<file path="config.mk">
export PLATFORM = sky130hd
export DESIGN_NAME = memSequencer
export DESIGN_NICKNAME = d
export VERILOG_FILES = /design/src/memPkg.sv /design/src/memSequencer.sv
export SDC_FILE = /design/constraint.sdc
export NUM_CORES = 1
export LEC_CHECK = 0
export BUFFER_PORTS_ARGS = -buffer_cell sky130_fd_sc_hd__buf_2
export CELL_PAD_IN_SITES_DETAIL_PLACEMENT = 1
export CELL_PAD_IN_SITES_GLOBAL_PLACEMENT = 1
export CORE_MARGIN = 2
export CORE_UTILIZATION = 23
export CTS_CLUSTER_DIAMETER = 40
export DETAILED_ROUTE_END_ITERATION = 16
export PLACE_DENSITY_LB_ADDON = 0.2
export SLEW_MARGIN = 10
export SYNTH_ARGS = -nofsm -noshare
export SYNTH_HDL_FRONTEND = slang
export SYNTH_SLANG_ARGS = --single-unit
</file>
<file path="constraint.sdc">
create_clock -name clk -period 4.4 [get_ports clk]
set_clock_uncertainty 0.1 [all_clocks]
set_input_delay 0 -clock clk [delete_from_list [all_inputs] [get_ports clk]]
set_output_delay 0 -clock clk [all_outputs]
set_load 0.02 [all_outputs]
</file>
<file path="src/memPkg.sv">
package memPkg;

    // one RAM location
    typedef logic [7:0] byteT;

    // assembled instruction or load/store data
    typedef logic [31:0] wordT;

    // transfer length minus one, 0 is one byte and 3 is four bytes
    typedef logic [1:0] lenT;

    typedef enum logic {
        OP_READ  = 1'b0,
        OP_WRITE = 1'b1
    } memOpE;

    typedef enum logic {
        PORT_INST = 1'b0,
        PORT_LS   = 1'b1
    } portE;

    typedef enum logic {
        ENG_IDLE = 1'b0,
        ENG_BUSY = 1'b1
    } engStateE;

    // fetch always moves a full word
    localparam lenT INST_LEN = 2'd3;

endpackage

</file>
<file path="src/memSequencer.sv">
`timescale 1ns/100ps

module memSequencer import memPkg::*; #(
    parameter int ADDR_W = 12
) (
    input  logic              clk,
    input  logic              rst,
    input  logic              instPend,
    input  logic [ADDR_W-1:0] instPendAddr,
    input  logic              lsPend,
    input  memOpE             lsPendOp,
    input  logic [ADDR_W-1:0] lsPendAddr,
    input  lenT               lsPendLen,
    input  wordT              lsPendData,
    input  byteT              ramRdData,
    output logic              instTake,
    output logic              lsTake,
    output logic [ADDR_W-1:0] ramAddr,
    output logic              ramWrEn,
    output byteT              ramWrData,
    output logic              instValid,
    output wordT              inst,
    output logic              lsDone,
    output wordT              loadData
);

    engStateE          state;
    portE              port;
    memOpE             op;
    logic [ADDR_W-1:0] addr;
    lenT               len;
    lenT               stage;
    wordT              storeWord;
    wordT              rdWord;

    logic              lastByte;
    logic              canStart;
    logic              startReq;
    wordT              mergedWord;

    portE              nextPort;
    memOpE             nextOp;
    logic [ADDR_W-1:0] nextAddr;
    lenT               nextLen;

    assign lastByte = (state == ENG_BUSY) && (stage == len);

    // the engine can take a request when idle or on its final byte
    assign canStart = (state == ENG_IDLE) || lastByte;

    // load/store has priority over fetch
    assign lsTake   = canStart && lsPend;
    assign instTake = canStart && instPend && !lsPend;
    assign startReq = lsTake || instTake;

    always_comb begin
        if (lsPend) begin
            nextPort = PORT_LS;
            nextOp   = lsPendOp;
            nextAddr = lsPendAddr;
            nextLen  = lsPendLen;
        end else begin
            nextPort = PORT_INST;
            nextOp   = OP_READ;
            nextAddr = instPendAddr;
            nextLen  = INST_LEN;
        end
    end

    // current read byte dropped into its little-endian lane
    always_comb begin
        mergedWord = rdWord;
        mergedWord[{stage, 3'b000} +: 8] = ramRdData;
    end

    assign ramAddr   = addr;
    assign ramWrEn   = (state == ENG_BUSY) && (op == OP_WRITE);
    assign ramWrData = storeWord[{stage, 3'b000} +: 8];

    always_ff @(posedge clk) begin
        if (rst) begin
            state     <= ENG_IDLE;
            stage     <= '0;
            instValid <= 1'b0;
            lsDone    <= 1'b0;
        end else begin
            instValid <= 1'b0;
            lsDone    <= 1'b0;
            if (lastByte) begin
                instValid <= (port == PORT_INST);
                lsDone    <= (port == PORT_LS);
            end

            if (startReq) begin
                state <= ENG_BUSY;
                stage <= '0;
            end else if (lastByte) begin
                state <= ENG_IDLE;
                stage <= '0;
            end else if (state == ENG_BUSY) begin
                stage <= stage + 2'd1;
            end
        end
    end

    always_ff @(posedge clk) begin
        // results hold their value until the next completion of that port
        if (lastByte) begin
            if (port == PORT_INST) begin
                inst <= mergedWord;
            end else if (op == OP_READ) begin
                loadData <= mergedWord;
            end
        end

        if (startReq) begin
            port   <= nextPort;
            op     <= nextOp;
            addr   <= nextAddr;
            len    <= nextLen;
            rdWord <= '0;
            if (lsTake) begin
                storeWord <= lsPendData;
            end
        end else if (state == ENG_BUSY) begin
            addr   <= addr + 1'b1;
            rdWord <= mergedWord;
        end
    end

endmodule

</file>
==> results of run 1 <==
[layout by cell type, fill, tap and decap left out, drive strengths merged]
| cell type | n |
|---|---|
| buf | 162 |
| edfxtp | 112 |
| nand2 | 70 |
| dlygate4sd3 | 70 |
| nor2 | 44 |
| dfxtp | 37 |
| nand2b | 34 |
| a311oi | 32 |
| mux2i | 23 |
| clkbuf | 18 |
| xnor2 | 10 |
| mux4 | 8 |
| nor3 | 8 |
| inv | 8 |
| ha | 6 |
| clkinv | 6 |
| nand3 | 4 |
| nand4 | 3 |
| and2 | 3 |
| and4 | 2 |
| xor2 | 2 |
| clkinvlp | 2 |
| mux2 | 2 |
| nor2b | 2 |
| and4b | 1 |
| a21boi | 1 |
| nor3b | 1 |
| a22oi | 1 |
| bufinv | 1 |
[state kept, by name (all words and copies together), names as in the netlist, 2 cells and up]
name / cells
inst: 32
loadData: 32
rdWord: 32
storeWord: 32
stage: 2
ramAddr: 12
len: 2
[cell families (layout without fill, tap and decap cells)]
| kind of cell | count (synthesis) | in the layout | share of synthesized area, % |
|---|---|---|---|
| XOR/XNOR | 12 | 12 | 1.72 |
| multiplexers | 33 | 33 | 7.09 |
| AND/OR/NAND/NOR | 172 | 172 | 13.1 |
| AO/OA/AOI/OAI | 34 | 34 | 7.99 |
| adder cells (fa/ha/maj) | 6 | 6 | 1.23 |
| buffers and inverters | 23 | 267 | 1.70 |
| flip-flops | 149 | 149 | 67.2 |
[per-stage QoR]
| stage | cells | instance area (um2) | power, mW | worst slack, ns | hold WS [ns] |
|---|---|---|---|---|---|
| 2_1_floorplan | 429 | 6110 | 2.03 | 1.43 | -0.0276 |
| 3_3_place_gp | 906 | 7270 | 2.19 | 1.47 | 0.0774 |
| 3_5_place_dp | 906 | 7270 | 2.21 | 1.41 | 0.0792 |
| 4_1_cts | 1008 | 8560 | 3.72 | 1.40 | 0.0148 |
| 5_1_grt | 1008 | 8560 | 3.84 | 1.18 | 0.0237 |
| 6_report | 1008 | 8560 | 3.67 | 1.51 | 0.0154 |
[final timing paths]
| path | start | endpoint | slack (ns) | cells after the start |
|---|---|---|---|---|
| max | stage[0] | rdWord[19] | 1.51 | 6 |
| min reg2reg | rdWord[1] | rdWord[1] | 0.39 | 2 |
| min | lsPend | len[1] | 0.02 | 2 |
| max reg2reg | stage[0] | rdWord[19] | 1.51 | 6 |
[per-layer routing]
layer  vias up  global-route usage [%]  part of all wire [%]
li1       2047                       -                     -
met1      2022                    14.0                    43
met2       128                    20.6                    50
met3        11                    3.75                   6.0
met4         0                    3.71                   1.1
met5         -                       0                     0
[where the power goes]
group	switching, mW	internal (mW)	total (mW)	leakage, nW
Sequential	0.0726	1.63	1.71	1.35
Combinational	0.295	0.223	0.517	1.66
Clock	0.632	0.811	1.44	0.285
Total	0.999	2.67	3.67	3.30
[cell type report]
| cell class | instances | area (um2) |
|---|---|---|
| clock buffers | 18 | 439 |
| clock inverters | 14 | 145 |
| fillers | 2828 | 17500 |
| inverters | 3 | 11.3 |
| multi-input cells | 257 | 1920 |
| flip-flops and latches | 149 | 4110 |
| well taps | 335 | 419 |
| repair buffers | 232 | 1520 |
==> results_dict.tcl, run 1 <==
set metrics [dict create \
    cts_buffers 17 \
    portBuffers 159 \
    die_area_um2 27900 \
    holdBufCountCts 70 \
    startpoint_type "register" \
    cts_sinks 149 \
    synth_common_cells "edfxtp_1, nand2_1, nor2_1, dfxtp_1, nand2b_1" \
    tns_ns 0 \
    post_cts_buffers 0 \
    async_flop_share_pct 0 \
    syn_avg_cell_area_um2 14.2 \
    critPathBufInv 1 \
    synth.distinct_cells 31 \
    crit_fanout 16 \
    max-vdd-ir-drop_uv 213 \
    cpPeakStageDelay_ns 0.96 \
    fin_nets 737 \
    cts_buffer_depth 2 \
    drive_gt1_share_pct 35.5 \
    drtAntennaViolNets 0 \
    grt_antenna_before_repair 0 \
    insertion_delay_ns 0.42 \
    dieWidth_um 167 \
    outcome "finished clean" \
    firstDrtPassIters 4 \
    io_pins 160 \
    vias 4208 \
    grt_pass1_vias 4667 \
    cpMaxStageDelayCell "dfxtp_1" \
    setup_viol 0 \
    synthTopCellsByArea "edfxtp_1, dfxtp_1, a311oi_2" \
    rsz0062_at_grt "no" \
    h-tree-depth 4 \
    dp_hpwl_mm 11.0 \
    grt_overflow 0 \
    syn_area_um2 6110 \
    cts_tree "done" \
    vias_per_cell 4.17 \
    fin_util_pct 32.8 \
    drc_errors 0 \
    wl_mm 16.2 \
    hp-class "in -> reg" \
    worstSetupEndpointType "register" \
    slew_headroom_pct 34.7 \
    worstPathCellList "inv_1, ha_1, nor2_1, and4_1, nand2_1, a311oi_2" \
    worst-endpoint-required_ns 4.62 \
    p_leak_nw 3.30 \
    powerDensity_nw_per_um2 429 \
    area_delta_synth_final_pct 40.1 \
    yosys_warnings 0 \
    place_congestion 0.732 \
    drt-initial-drc-count 162 \
    grt_first_pass_wirelength_mm 25.5 \
    slew_viol_final 0 \
    synth_area_leader_cell "edfxtp_1" \
    synth_most_common_cell "edfxtp_1" \
    arrival_ns 3.12 \
    n_antenna_cell 0 \
    fin_crit_ns 2.89 \
    grt_max_degree 69 \
    clk_pin_slew_ns 0.06 \
    worst_pin_slew_ns 0.978 \
    ys_ff_latch 149 \
    crit_type "reg -> reg" \
    ctsResizeCount 0 \
    cp_top_family "flip-flops" \
    timing.fmax_mhz 346 \
    max_cap_viol_count 0 \
    cts_root_buffer "clkbuf_16" \
    ys_seq_area_share_pct 67.2 \
    finalHoldViolations 0 \
    grt.total_usage_pct 11.9 \
    synth_edf_count 112 \
    synth_top_area_share_pct 55.1 \
    core_area_um2 26100 \
    wire_per_inst_um 16.1 \
    start_util_pct 23.4 \
    finalCritPeriodShare_pct 65.7 \
    die_h_um 167 \
    ys.flop_type "edfxtp_1" \
    synth_cells 429 \
    placement_rows 59 \
    synth.net_count 506 \
]
Note: power is estimated with default switching activity, not from simulation.
==> run 2, diff against run 1 <==
- clock period: 4.4 -> 2.7 ns (I/O delays scaled with it)
==> run 2 against run 1 <==
  * First-iteration DRC count fell by 13%
  * Power rose by 67%
  * Largest cell class unchanged
  * Critical path type unchanged
  * Highest routed layer unchanged
  * Via count rose by 0.50%
  * Final cell count rose by 0.69%
  * Non-clock buffer count rose by 7
==> results_dict.tcl, run 2 (same netlist as run 1, synthesis figures left out) <==
set metrics [dict create \
    fin_crit_ns 2.22 \
    cts_buffers 17 \
    grt_overflow 0 \
    grt_max_degree 45 \
    start_util_pct 23.4 \
    dp_cells 913 \
    clk_pin_slew_ns 0.06 \
    h-tree-depth 4 \
    n_fill_cell 2807 \
    startpoint_type "register" \
    die_h_um 167 \
    slew_viol_final 0 \
    dp_hpwl_mm 11.2 \
    cts_tree "done" \
    setup_viol 0 \
    hp-class "in -> reg" \
    max-vdd-ir-drop_uv 352 \
    tns_ns 0 \
    outcome "finished clean" \
    wl_mm 16.3 \
    cts_sinks 149 \
    cts_buffer_depth 2 \
    slew_headroom_pct 62.5 \
    fin_nets 744 \
    crit_fanout 8 \
    powerDensity_nw_per_um2 706 \
    grt_first_pass_wirelength_mm 26.2 \
    holdBufCountCts 70 \
    cts_root_buffer "clkbuf_16" \
    grt_pass1_vias 4721 \
    worst_pin_slew_ns 0.563 \
    r2r-start "stage[0]" \
    n_antenna_cell 0 \
    place_congestion 0.732 \
    io_pins 160 \
    vias 4229 \
    placed_cell_area_um2 7350 \
    wire_per_inst_um 16.1 \
    insertion_delay_ns 0.41 \
    core_area_um2 26100 \
    crit_type "reg -> reg" \
    arrival_ns 2.42 \
    placement_rows 59 \
    r2r_cells 5 \
    ctsResizeCount 0 \
    area_delta_synth_final_pct 41.9 \
    grt_util_met1_pct 14.9 \
    grt_antenna_before_repair 0 \
    worstSetupEndpointType "register" \
    rsz0062_at_grt "no" \
    firstDrtPassIters 7 \
    finalInstanceArea_um2 8660 \
    max_cap_viol_count 0 \
    timing.fmax_mhz 451 \
    timing.rr.end "rdWord[0]" \
    gr-usage-met3_pct 3.42 \
    finalHoldViolations 0 \
    fin_util_pct 33.3 \
    use_met2_pct 20.8 \
    drtAntennaViolNets 0 \
    min_to "len[0]" \
    finalCritPeriodShare_pct 82.2 \
    instances_no_fill 1015 \
    busiest_layer "met2" \
    p_leak_nw 3.35 \
    final_common_cell "buf_2" \
    portBuffers 159 \
    die_area_um2 27900 \
    drt-initial-drc-count 141 \
    dieWidth_um 167 \
    final_cell_mix "buf_2, edfxtp_1, nand2_1, dlygate4sd3_1, nor2_1" \
    drive_gt1_share_pct 36.0 \
    hold_ws_ns 0.0277 \
    min-delay-start "lsPend" \
    drc_errors 0 \
    reg2reg_setup_slack_ns 0.48 \
    post_cts_buffers 0 \
    vias_per_cell 4.17 \
    worst-endpoint-required_ns 2.90 \
    grt.total_usage_pct 12.1 \
    hold_depth 2 \
]
-- run 2: cell count changes in the layout (fill, tap and decap cells not counted) --
cell,change
buf_4,+5
buf_12,+2
bufinv_16,+2
clkinv_2,-2
inv_8,-2
clkbuf_1,+1
clkinv_8,-1
clkinvlp_4,+1
inv_6,+1
-- run 2: per-stage QoR --
stage                     total power, mW  setup WS, ns
final                                6.12         0.481
after global placement               3.59         0.607
after global routing                 6.41         0.253
after detailed placement             3.62         0.434
after CTS                            6.21         0.416
after floorplan                      3.31         0.251
-- run 2: area by class of cell --
cell class	instances	area (um2)	share of cell area, %
clock buffer	19	443	5.11
tap	335	419	4.84
inverter	3	11.3	0.130
multi-input combinational	257	1920	22.1
sequential	149	4110	47.4
clock inverter	13	173	1.99
timing repair buffer	239	1600	18.4
-- run 2: power breakdown --
part / total [mW] / internal (mW) / switching (mW)
clock: 2.48 / 1.50 / 0.984
combinational: 0.867 / 0.374 / 0.493
sequential: 2.77 / 2.66 / 0.110
total: 6.12 / 4.53 / 1.59
-- run 2: per-layer routing --
metal | vias to the layer above | wire length, um | share of wire [%]
li1 | 2048 | - | -
met1 | 2047 | 7170 | 44
met2 | 126 | 8110 | 50
met3 | 8 | 897 | 5.5
met4 | 0 | 138 | 0.85
met5 | - | 0 | 0
-- run 2: critical path, cell delays in order, from the launching register on --
cell      delay [ns]
dfxtp_1         0.48
inv_1           0.14
ha_1            0.38
nor3_2          0.49
nand2_1         0.16
a311oi_1        0.35
-- run 2: how the worst max path moves through the flow --
| stage | from | cells after the start | slack (ns) | endpoint |
|---|---|---|---|---|
| 6_report | stage[0] | 5 | 0.48 | rdWord[0] |
| 5_1_grt | stage[0] | 5 | 0.25 | rdWord[0] |
| 4_1_cts | stage[0] | 5 | 0.42 | rdWord[0] |
| 3_5_place_dp | stage[0] | 5 | 0.43 | rdWord[0] |
| 3_3_place_gp | stage[0] | 5 | 0.61 | rdWord[0] |
| 2_1_floorplan | state | 5 | 0.25 | loadData[0] |
