<file path="config.mk">
export PLATFORM = sky130hd
export DESIGN_NAME = memReqSlots
export DESIGN_NICKNAME = d
export VERILOG_FILES = /design/src/memPkg.sv /design/src/memReqSlots.sv
export SDC_FILE = /design/constraint.sdc
export NUM_CORES = 1
export LEC_CHECK = 0
export BUFFER_PORTS_ARGS = -buffer_cell sky130_fd_sc_hd__buf_2
export CORE_MARGIN = 1
export CORE_UTILIZATION = 49
export DETAILED_ROUTE_END_ITERATION = 8
export HOLD_SLACK_MARGIN = 0.05
export PLACE_DENSITY_LB_ADDON = 0.1
export SYNTH_ARGS = -nofsm -noshare
export SYNTH_HDL_FRONTEND = slang
export SYNTH_SLANG_ARGS = --single-unit
</file>
<file path="constraint.sdc">
create_clock -name clk -period 5.1 [get_ports clk]
set_clock_uncertainty 0.15 [all_clocks]
set_input_delay 0.51 -clock clk [delete_from_list [all_inputs] [get_ports clk]]
set_output_delay 0.51 -clock clk [all_outputs]
set_load 0.05 [all_outputs]
</file>
<file path="src/memPkg.sv">
package memPkg;

    // one RAM location
    typedef logic [7:0] byteT;

    // assembled instruction or load/store data
    typedef logic [31:0] wordT;

    // transfer length minus one, 0 is one byte and 3 is four bytes
    typedef logic [1:0] lenT;

    typedef enum logic {
        OP_READ  = 1'b0,
        OP_WRITE = 1'b1
    } memOpE;

    typedef enum logic {
        PORT_INST = 1'b0,
        PORT_LS   = 1'b1
    } portE;

    typedef enum logic {
        ENG_IDLE = 1'b0,
        ENG_BUSY = 1'b1
    } engStateE;

    // fetch always moves a full word
    localparam lenT INST_LEN = 2'd3;

endpackage

</file>
<file path="src/memReqSlots.sv">
`timescale 1ns/100ps

module memReqSlots import memPkg::*; #(
    parameter int ADDR_W = 12
) (
    input  logic              clk,
    input  logic              rst,
    input  logic              instEn,
    input  logic [ADDR_W-1:0] instAddr,
    input  logic              dataEn,
    input  memOpE             lsOp,
    input  logic [ADDR_W-1:0] dataAddr,
    input  lenT               lsLen,
    input  wordT              storeData,
    input  logic              instTake,
    input  logic              lsTake,
    output logic              instFree,
    output logic              lsFree,
    output logic              instPend,
    output logic [ADDR_W-1:0] instPendAddr,
    output logic              lsPend,
    output memOpE             lsPendOp,
    output logic [ADDR_W-1:0] lsPendAddr,
    output lenT               lsPendLen,
    output wordT              lsPendData
);

    logic              instFull;
    logic [ADDR_W-1:0] instAddrQ;

    logic              lsFull;
    memOpE             lsOpQ;
    logic [ADDR_W-1:0] lsAddrQ;
    lenT               lsLenQ;
    wordT              lsDataQ;

    assign instFree = !instFull;
    assign lsFree   = !lsFull;

    // an empty slot passes a new request straight through to the engine
    assign instPend     = instFull || instEn;
    assign instPendAddr = instFull ? instAddrQ : instAddr;

    assign lsPend     = lsFull || dataEn;
    assign lsPendOp   = lsFull ? lsOpQ   : lsOp;
    assign lsPendAddr = lsFull ? lsAddrQ : dataAddr;
    assign lsPendLen  = lsFull ? lsLenQ  : lsLen;
    assign lsPendData = lsFull ? lsDataQ : storeData;

    // slot occupancy
    // a take with an empty slot consumed the bypassed request, so nothing is stored
    always_ff @(posedge clk) begin
        if (rst) begin
            instFull <= 1'b0;
            lsFull   <= 1'b0;
        end else begin
            if (instTake) begin
                instFull <= 1'b0;
            end else if (instEn && !instFull) begin
                instFull <= 1'b1;
            end

            if (lsTake) begin
                lsFull <= 1'b0;
            end else if (dataEn && !lsFull) begin
                lsFull <= 1'b1;
            end
        end
    end

    // request payload, only meaningful while the slot is full
    always_ff @(posedge clk) begin
        if (instEn && !instFull) begin
            instAddrQ <= instAddr;
        end
        if (dataEn && !lsFull) begin
            lsOpQ   <= lsOp;
            lsAddrQ <= dataAddr;
            lsLenQ  <= lsLen;
            lsDataQ <= storeData;
        end
    end

endmodule

</file>
==> summary.md, run 1 <==
| Metric | Value |
|---|---|
| Status | `finished, final reports clean` |
| Synth Instances | `~140` |
| DRC Markers | `0` |
| Antenna Cells | `0` |
| Post-route minimum period | `around 2700 ps` |
| Mapped Area | `between 0.002 and 0.003 sq mm` |
| Req. time, crit path | `4440 ps` |
| Post-synthesis sequential area ratio | `between 60% and 70%` |
| Final wirelength | `roughly 4.8 mm` |
| Design area | `0.00342 sq mm` |
| Ys Warns | `0` |
| Antenna violations before repair | `0` |
| P_leak | `1.41 nW` |
| Routed Antenna Nets | `0` |
| Die height | `74.9 um` |
| Critical Path End Type | `output pin` |
| Register Area | `between 0.0015 and 0.002 sq mm` |
| Drt first-iter violations | `~110` |
| Share of layout cells above drive strength 1 | `73.9%` |
| Slew Limit Fails | `0` |
| Final period util | `53.8%` |
| DP Wirelength | `3.31 mm` |
| PD cells | `349 mW/mm^2` |
| Synth Flop Type | `edfxtp_1` |
| Via-to-Cell Ratio | `4.85` |
| Post-CTS Resized | `0` |
| DIE AREA | `between 0.005 and 0.006 sq mm` |
| Initial Util | `between 50% and 60%` |
| Clock Path Buffers | `2` |
| Post-Route Hold Slack | `around 190 ps` |
| GRT met1 Usage | `around a fifth` |
| Filler Cell Count | `392` |
| Largest cells by area after synthesis | `edfxtp_1 (68%), mux2_2 (25%), buf_6 (1.7%)` |
| Count of nets after finishing | `332` |
| RSZ-0062 raised after global routing | `no` |
| DR pass1 iterations | `3` |
| Hold_buf cts | `0` |
| Crit path kind | `flop to output pin` |
| Met3 Use GR | `5.09%` |
| WP data arrival | `2080 ps` |
| Clk slew on worst S/H paths | `60 ps` |
| Sum Neg Setup Slack | `0 ps` |
| Total CTS buffers | `9` |
| Post-synth top area share | `between 60 and 70%` |
| Core area | `0.00511 sq mm` |
| # Post-CTS Setup Buffers | `0` |
| Cell Area, Placed | `0.00327 sq mm` |
| IO Pins | `128` |
| Top cell type by total area after synthesis | `edfxtp_1` |
| Type of the most critical hold path | `primary input to flop` |
| Unique masters post-synth | `12` |
| Max IR drop VDD | `0.000195 V` |
| Final hold vios | `0` |
| CTS tree | `yes` |
| Final setup fails | `0` |
| Met2 usage | `roughly 26%` |
| Buffers on Ports | `127` |
| Die width | `74.9 um` |
| CTS Sinks | `61` |
| Asr flop ratio synth | `0%` |
| Commonest cells in the netlist | `edfxtp_1 (59), mux2_2 (59), buf_6 (4)` |
| Worst-path maximum fanout | `50` |
| Relative slew slack | `between 20 and 25%` |
| Via count | `1657` |
| Worst skew pair latency | `320 ps` |
| Max-Cap Viols | `0` |
| Num rows | `26` |
| Routed len/inst | `14.0 um` |
| Worst slew pin tran | `1170 ps` |
| Avg Cell Area, Syn | `19.2 sq um` |
| Number of enable flip-flop cells after synthesis | `59` |
| Synthesized Nets | `roughly 200` |
| Gr busiest metal | `met2` |
| GPL Wtd Cong | `0.721` |
| P&R area growth vs syn | `31.1%` |
| GRT Total Usage | `16.9%` |
| Vias in the first global route | `approximately 1500` |
| CTS H-tree depth | `3` |
| Post-synthesis sequential element count | `61` |
| GRT overflow | `0` |
| Multi-input logic area | `approximately 710 sq um` |
| Global-route wire length before repair | `approximately 6.7 mm` |
| FMAX | `365 MHz` |
| CP Launch Type | `flop` |
| Clk Tree Root Cell | `clkbuf_8` |
| Largest net degree at the start of global routing | `51` |
## path summary, 6_finish.rpt
| check | depth (start not counted) | startpoint | slack (ps) | to |
|---|---|---|---|---|
| max | 2 | lsFull$_SDFFE_PP0P_ | 2360 | lsPendData[12] |
| min | 2 | lsTake | 190 | lsFull$_SDFFE_PP0P_ |
| max reg2reg | 2 | lsFull$_SDFFE_PP0P_ | 2980 | lsAddrQ[5]$_DFFE_PP_ |
| min reg2reg | 2 | instFull$_SDFFE_PP0P_ | 910 | instFull$_SDFFE_PP0P_ |
## cell families after synthesis
group | Yosys count | share of synthesized area, %
and+or+nand+nor | 6 | 1.63
buffers and inverters | 10 | 3.36
DFF | 61 | 69.5
muxes | 59 | 25.5
## through the flow
step | instances | utilization [%] | power, W | setup slack, ps
6_report | 342 | 66.9 | 0.00119 | 2360
3_5_place_dp | 326 | 63.9 | 0.000865 | 2690
3_3_place_gp | 326 | 63.9 | 0.000863 | 2680
5_1_grt | 342 | 66.9 | 0.00124 | 2230
2_1_floorplan | 136 | - | 0.000801 | 1840
4_1_cts | 342 | 66.9 | 0.00121 | 2310
## metal layers
metal  share of wire, %  wire (um)
met2                 45       2150
met3                7.4        353
met1                 45       2140
met4                3.0        142
met5                  0          0
## worst max-delay path, cell delays in order, from the launching register on
cell	delay [ps]
dfxtp_2	1110
mux2_2	430
buf_2	210
## report_power, final
group / total [W] / internal [W] / leakage (nW) / switching, W
sequential: 0.000599 / 0.000585 / 0.588 / 0.0000150
clock: 0.000338 / 0.000173 / 0.0765 / 0.000166
combinational: 0.000254 / 0.0000767 / 0.741 / 0.000177
total: 0.00119 / 0.000834 / 1.41 / 0.000358
## cell type report
type                            instances  area share (%)
Clock inverter                          3           0.366
Clock buffer                           13            4.06
Sequential cell                        61            53.1
Timing Repair Buffer                  128            18.8
Tap cell                               70            2.56
Multi-Input combinational cell         65            20.9
Inverter                                2           0.220
## registers in the layout (all words and copies together), names as in the netlist
register	cells
instFull	1
lsLenQ	2
lsOpQ	1
instAddrQ	12
lsFull	1
lsAddrQ	12
lsDataQ	32
## cell usage in the layout, fill, tap and decap left out
| master | instances |
|---|---|
| dfxtp_2 | 1 |
| or2_4 | 1 |
| mux2_2 | 59 |
| clkinv_2 | 1 |
| nor2b_1 | 1 |
| clkinv_1 | 2 |
| dfxtp_1 | 1 |
| inv_1 | 2 |
| buf_2 | 127 |
| nor2b_4 | 1 |
| clkbuf_1 | 4 |
| clkbuf_8 | 9 |
| edfxtp_1 | 59 |
| buf_4 | 1 |
| or2_2 | 1 |
| nor3b_1 | 2 |
Power figures use the tool's default switching activity.
==> run 2, diff against run 1 <==
- CORE_UTILIZATION: 49 -> 41
- clock period: 5.1 -> 2.4 ns (I/O delays scaled with it)
==> run 2 against run 1 <==
Effect of this change: sequential cell count is the same; register-to-register slack lost 2300 ps; clock power grew 140%; largest cell class unchanged; critical path depth grew 1; design area grew 21%; sequential share of layout area shrank 9.0 points; global-route usage grew 0.77 points; utilization grew 1.4 points.
==> summary.md, run 2 (synthesized netlist as in run 1, its figures left out) <==
| Metric | Value |
|---|---|
| Antenna violations before repair | `0` |
| Via count | `1918` |
| RSZ-0062 raised after global routing | `no` |
| CP bufs+invs | `2` |
| Buffers on Ports | `127` |
| DIE AREA | `0.00668 sq mm` |
| Final hold vios | `0` |
| Design area | `around 0.0041 sq mm` |
| Worst slack, placed | `740 ps` |
| CTS tree | `yes` |
| # Post-CTS Setup Buffers | `0` |
| Hold_buf cts | `63` |
| Commonest non-fill, non-tap cell in the layout | `buf_2` |
| FMAX | `roughly 520 MHz` |
| Largest net degree at the start of global routing | `33` |
| CP Launch Type | `flop` |
| Count of nets after finishing | `~400` |
| Worst-path maximum fanout | `9` |
| Drt first-iter violations | `a little over 50` |
| GRT Total Usage | `approximately 18%` |
| Cell Area, Placed | `0.00331 sq mm` |
| Die height | `81.7 um` |
| Initial Util | `a little over two fifths` |
| Core area | `0.00603 sq mm` |
| DP Wirelength | `3.59 mm` |
| WP data arrival | `1550 ps` |
| Status | `finished, final reports clean` |
| Antenna Cells | `0` |
| Final wirelength | `5.77 mm` |
| Clock Path Buffers | `2` |
| Clk slew on worst S/H paths | `about 70 ps` |
| Crit path kind | `flop to output pin` |
| Sum Neg Setup Slack | `0 ps` |
| Share of layout cells above drive strength 1 | `between 60 and 70%` |
| GRT overflow | `0` |
| Type of the most critical hold path | `primary input to flop` |
| Worst slew pin tran | `978 ps` |
| Relative slew slack | `34.7%` |
| Regs by FF count | `lsDataQ: 32 flops, instAddrQ: 12 flops, lsAddrQ: 12 flops` |
| P_leak | `1.71 nW` |
| Largest register FFs | `32` |
| Routed Antenna Nets | `0` |
| Slack of the critical path | `between 400 and 500 ps` |
| Post-route minimum period | `1940 ps` |
| CTS H-tree depth | `3` |
| Final setup fails | `0` |
| Clk Tree Root Cell | `clkbuf_8` |
| Final period util | `80.8%` |
| Routed len/inst | `13.9 um` |
| Vias in the first global route | `roughly 1900` |
| Worst path max stage delay | `450 ps` |
| DRC Markers | `0` |
| Via-to-Cell Ratio | `4.63` |
| Most frequent cells in the layout | `buf_2 (127), dlygate4sd3_1 (63), mux2_2 (59), edfxtp_1 (59), clkbuf_8 (11)` |
| Post-CTS Resized | `0` |
| Req. time, crit path | `2010 ps` |
| P&R area growth vs syn | `58.0%` |
| Critical Path End Type | `output pin` |
| Top reg by flops | `lsDataQ` |
| Critical path, cell by cell | `buf_4 > mux2_2 > buf_2` |
| CTS Sinks | `61` |
| Crit path max-delay family | `flip-flops` |
| Global-route wire length before repair | `8.40 mm` |
| Total CTS buffers | `9` |
| Slew Limit Fails | `0` |
| DR pass1 iterations | `3` |
| Crit-path slowest cell | `dfxtp_1` |
| Max-Cap Viols | `0` |
| Die width | `slightly above 80 um` |
| Max IR drop VDD | `0.000521 V` |
| Num rows | `28` |
| IO Pins | `128` |
| GPL Wtd Cong | `0.734` |
| Worst skew pair latency | `330 ps` |
| PD cells | `656 mW/mm^2` |
## run 2: final cells by class
type | instances | area, sq um
Inverter | 2 | 7.51
Multi-Input combinational cell | 65 | 714
Clock buffer | 14 | 163
Tap cell | 75 | 93.8
Timing Repair Buffer | 195 | 1320
Fill cell | 422 | 1910
Clock inverter | 2 | 10.0
Sequential cell | 61 | 1810
## run 2: report_power, final
group,switching (W),internal (W),leakage [nW],total (W)
sequential,0.0000170,0.00124,0.588,0.00126
combinational,0.000411,0.000235,1.03,0.000646
clock,0.000368,0.000429,0.0905,0.000797
total,0.000795,0.00191,1.71,0.00270
## run 2: routing by layer
metal / vias to the layer above / global-route usage [%] / share of wire (%)
li1: 926 / - / -
met1: 904 / 18.4 / 40
met2: 79 / 30.0 / 51
met3: 9 / 9.22 / 7.4
met4: 0 / 7.02 / 1.7
met5: - / 0 / 0
## run 2: path summary, 6_finish.rpt
kind	startpoint	end	slack (ps)	cells past startpoint
setup / recovery	instFull$_SDFFE_PP0P_	instPendAddr[10]	460	3
hold / removal	dataEn	lsDataQ[31]$_DFFE_PP_	170	2
setup reg to reg	lsFull$_SDFFE_PP0P_	lsFull$_SDFFE_PP0P_	660	4
hold reg to reg	lsFull$_SDFFE_PP0P_	lsDataQ[31]$_DFFE_PP_	710	2
## run 2: through the flow
| stage | util, % | hold slack (ps) | total power, W | instances |
|---|---|---|---|---|
| 2_1_floorplan | - | 165 | 0.00170 | 136 |
| 3_3_place_gp | 55.0 | 245 | 0.00184 | 335 |
| 3_5_place_dp | 55.0 | 245 | 0.00185 | 335 |
| 4_1_cts | 68.3 | 154 | 0.00273 | 414 |
| 5_1_grt | 68.3 | 146 | 0.00281 | 414 |
| 6_report | 68.3 | 168 | 0.00270 | 414 |
==> run 3, diff against run 2 <==
- CORE_UTILIZATION: 41 -> 46
- clock period: 2.4 -> 1.9 ns (I/O delays scaled with it)
==> run 3 against run 2 <==
Effect of this change: global-route usage up 3.9 points; register-to-register slack worse by 520 ps; count of clock-buffer cells in the layout down 4; hold slack better by 160 ps; critical path depth unchanged.
==> summary.md, run 3 (synthesized netlist as in run 1, its figures left out) <==
| Metric | Value |
|---|---|
| Status | `finished, final reports clean` |
| Design area | `0.00417 sq mm` |
| DP Wirelength | `3.50 mm` |
| FMAX | `547 MHz` |
| Worst-path maximum fanout | `15` |
| Routed Antenna Nets | `0` |
| Clk slew on worst S/H paths | `70 ps` |
| Register share of total power | `47.1%` |
| CTS H-tree depth | `3` |
| Worst slew pin tran | `1000 ps` |
| GRT Total Usage | `between 20% and 30%` |
| Count of nets after finishing | `approximately 400` |
| Filler Cell Count | `~360` |
| Via count | `a little under 2000` |
| Antenna Cells | `0` |
| Sw Ratio | `a little under a third` |
| Type of the most critical hold path | `primary input to flop` |
| RSZ-0062 raised after global routing | `no` |
| IO Pins | `128` |
| Most frequent cells in the layout | `buf_2 (119), dlygate4sd3_1 (63), mux2_2 (59), edfxtp_1 (59), buf_4 (11)` |
| Core area | `0.00547 sq mm` |
| GPL Wtd Cong | `0.726` |
| Vias in the first global route | `1985` |
| Final setup fails | `0` |
| CP Launch Type | `flop` |
| Total CTS buffers | `9` |
| Clock Path Buffers | `2` |
| Logic pwr share | `between 20% and 30%` |
| PD cells | `between 800 and 900 mW/mm^2` |
| Max IR drop VDD | `0.000620 V` |
| Antenna violations before repair | `0` |
| Fin cells | `413` |
| Clk pwr share | `between 20% and 30%` |
| CTS Sinks | `between 60 and 70` |
| Via-to-Cell Ratio | `4.66` |
| Critical Path End Type | `output pin` |
| Die width | `77.3 um` |
| Largest net degree at the start of global routing | `48` |
| Final hold vios | `0` |
| Num rows | `27` |
| Die height | `between 70 and 80 um` |
| Cell Area, Placed | `0.00332 sq mm` |
| Regs by FF count | `lsDataQ: 32 flops, instAddrQ: 12 flops, lsAddrQ: 12 flops` |
| Buffers on Ports | `between 100 and 150` |
| Post-route minimum period | `roughly 1800 ps` |
| Final period util | `96.2%` |
| Global-route wire length before repair | `about 9.5 mm` |
| Slew Limit Fails | `0` |
| Worst slack, placed | `approximately 280 ps` |
| Routed len/inst | `15.1 um` |
| Crit-path slowest cell | `dfxtp_4` |
| Initial Util | `47.6%` |
| GRT overflow | `0` |
| Sum Neg Setup Slack | `0 ps` |
| Clk Tree Root Cell | `clkbuf_8` |
| DRC Markers | `0` |
| Req. time, crit path | `~1600 ps` |
| P_leak | `between 1.5 and 2 nW` |
| CTS tree | `yes` |
| Top reg by flops | `lsDataQ` |
| Worst skew pair latency | `330 ps` |
| Critical path, cell by cell | `clkbuf_16 > mux2_2 > buf_2` |
| Worst path max stage delay | `410 ps` |
| P&R area growth vs syn | `60.0%` |
| Slack of the critical path | `72.1 ps` |
| DR pass1 iterations | `6` |
| Commonest non-fill, non-tap cell in the layout | `buf_2` |
| Largest register FFs | `32` |
| Max-Cap Viols | `0` |
| Power Internal | `0.00234 W` |
| Total net switching power | `0.00103 W` |
| Placed cell count | `approximately 330` |
| DIE AREA | `0.00597 sq mm` |
| Drt first-iter violations | `64` |
| Relative slew slack | `33.0%` |
| Crit path kind | `flop to output pin` |
| Final wirelength | `6.22 mm` |
| Share of layout cells above drive strength 1 | `61.6%` |
| WP data arrival | `1490 ps` |
## run 3: cell types whose count changed in the layout (fill, tap and decap cells not counted), moves of 2 or more
cell and delta:
buf_2 -8, buf_4 +7, clkbuf_1 -2, clkbuf_8 -2
clkinv_1 +2
## run 3: per-stage QoR
stage,utilization [%],hold slack (ps),total power [W]
3_3_place_gp,60.7,203,0.00233
2_1_floorplan,-,115,0.00215
3_5_place_dp,60.7,203,0.00234
6_report,76.2,325,0.00337
5_1_grt,76.2,326,0.00351
4_1_cts,75.5,312,0.00339
## run 3: cell type report
| type | instances | area (sq um) | area share [%] |
|---|---|---|---|
| Clock inverter | 6 | 30.0 | 0.720 |
| Timing Repair Buffer | 197 | 1390 | 33.2 |
| Inverter | 2 | 7.51 | 0.180 |
| Multi-Input combinational cell | 65 | 714 | 17.1 |
| Tap cell | 72 | 90.1 | 2.16 |
| Clock buffer | 10 | 128 | 3.06 |
| Sequential cell | 61 | 1820 | 43.5 |
## run 3: what timing repair did
item | in CTS | in global routing
endpoints found under the setup margin | 38 | 37
endpoints found under the hold margin | 61 | 0
hold buffers | 63 | 0
cloned | 0 | 1
setup buffers | 0 | 1
resized for setup | 9 | 1
## run 3: power groups by stage
stage	Sequential [W]	Clock [W]	Combinational, W
floorplan	0.00161	0	0.000541
global placement	0.00162	0	0.000714
detailed placement	0.00162	0	0.000717
CTS	0.00159	0.000972	0.000827
global route	0.00160	0.00103	0.000879
finish	0.00159	0.000943	0.000841
## run 3: critical path, delay by kind of cell, from the launching register on
family | cells | cell delay (ps)
flops | 1 | 410
buf+inv | 2 | 410
mux | 1 | 330
## run 3: path summary, 6_finish.rpt
path              cells past startpoint  slack [ps]                      to             startpoint
setup / recovery                      3          70          lsPendData[14]    lsFull$_SDFFE_PP0P_
hold / removal                        3         330    lsDataQ[0]$_DFFE_PP_                 dataEn
setup reg to reg                      4         140   instFull$_SDFFE_PP0P_  instFull$_SDFFE_PP0P_
hold reg to reg                       1         620  instAddrQ[1]$_DFFE_PP_  instFull$_SDFFE_PP0P_
## run 3: routing by layer
layer  routed length, um  global-route usage, %
met1                2610                   24.6
met2                3130                   36.1
met3                 381                   7.38
met4                  95                   10.2
met5                   0                      0
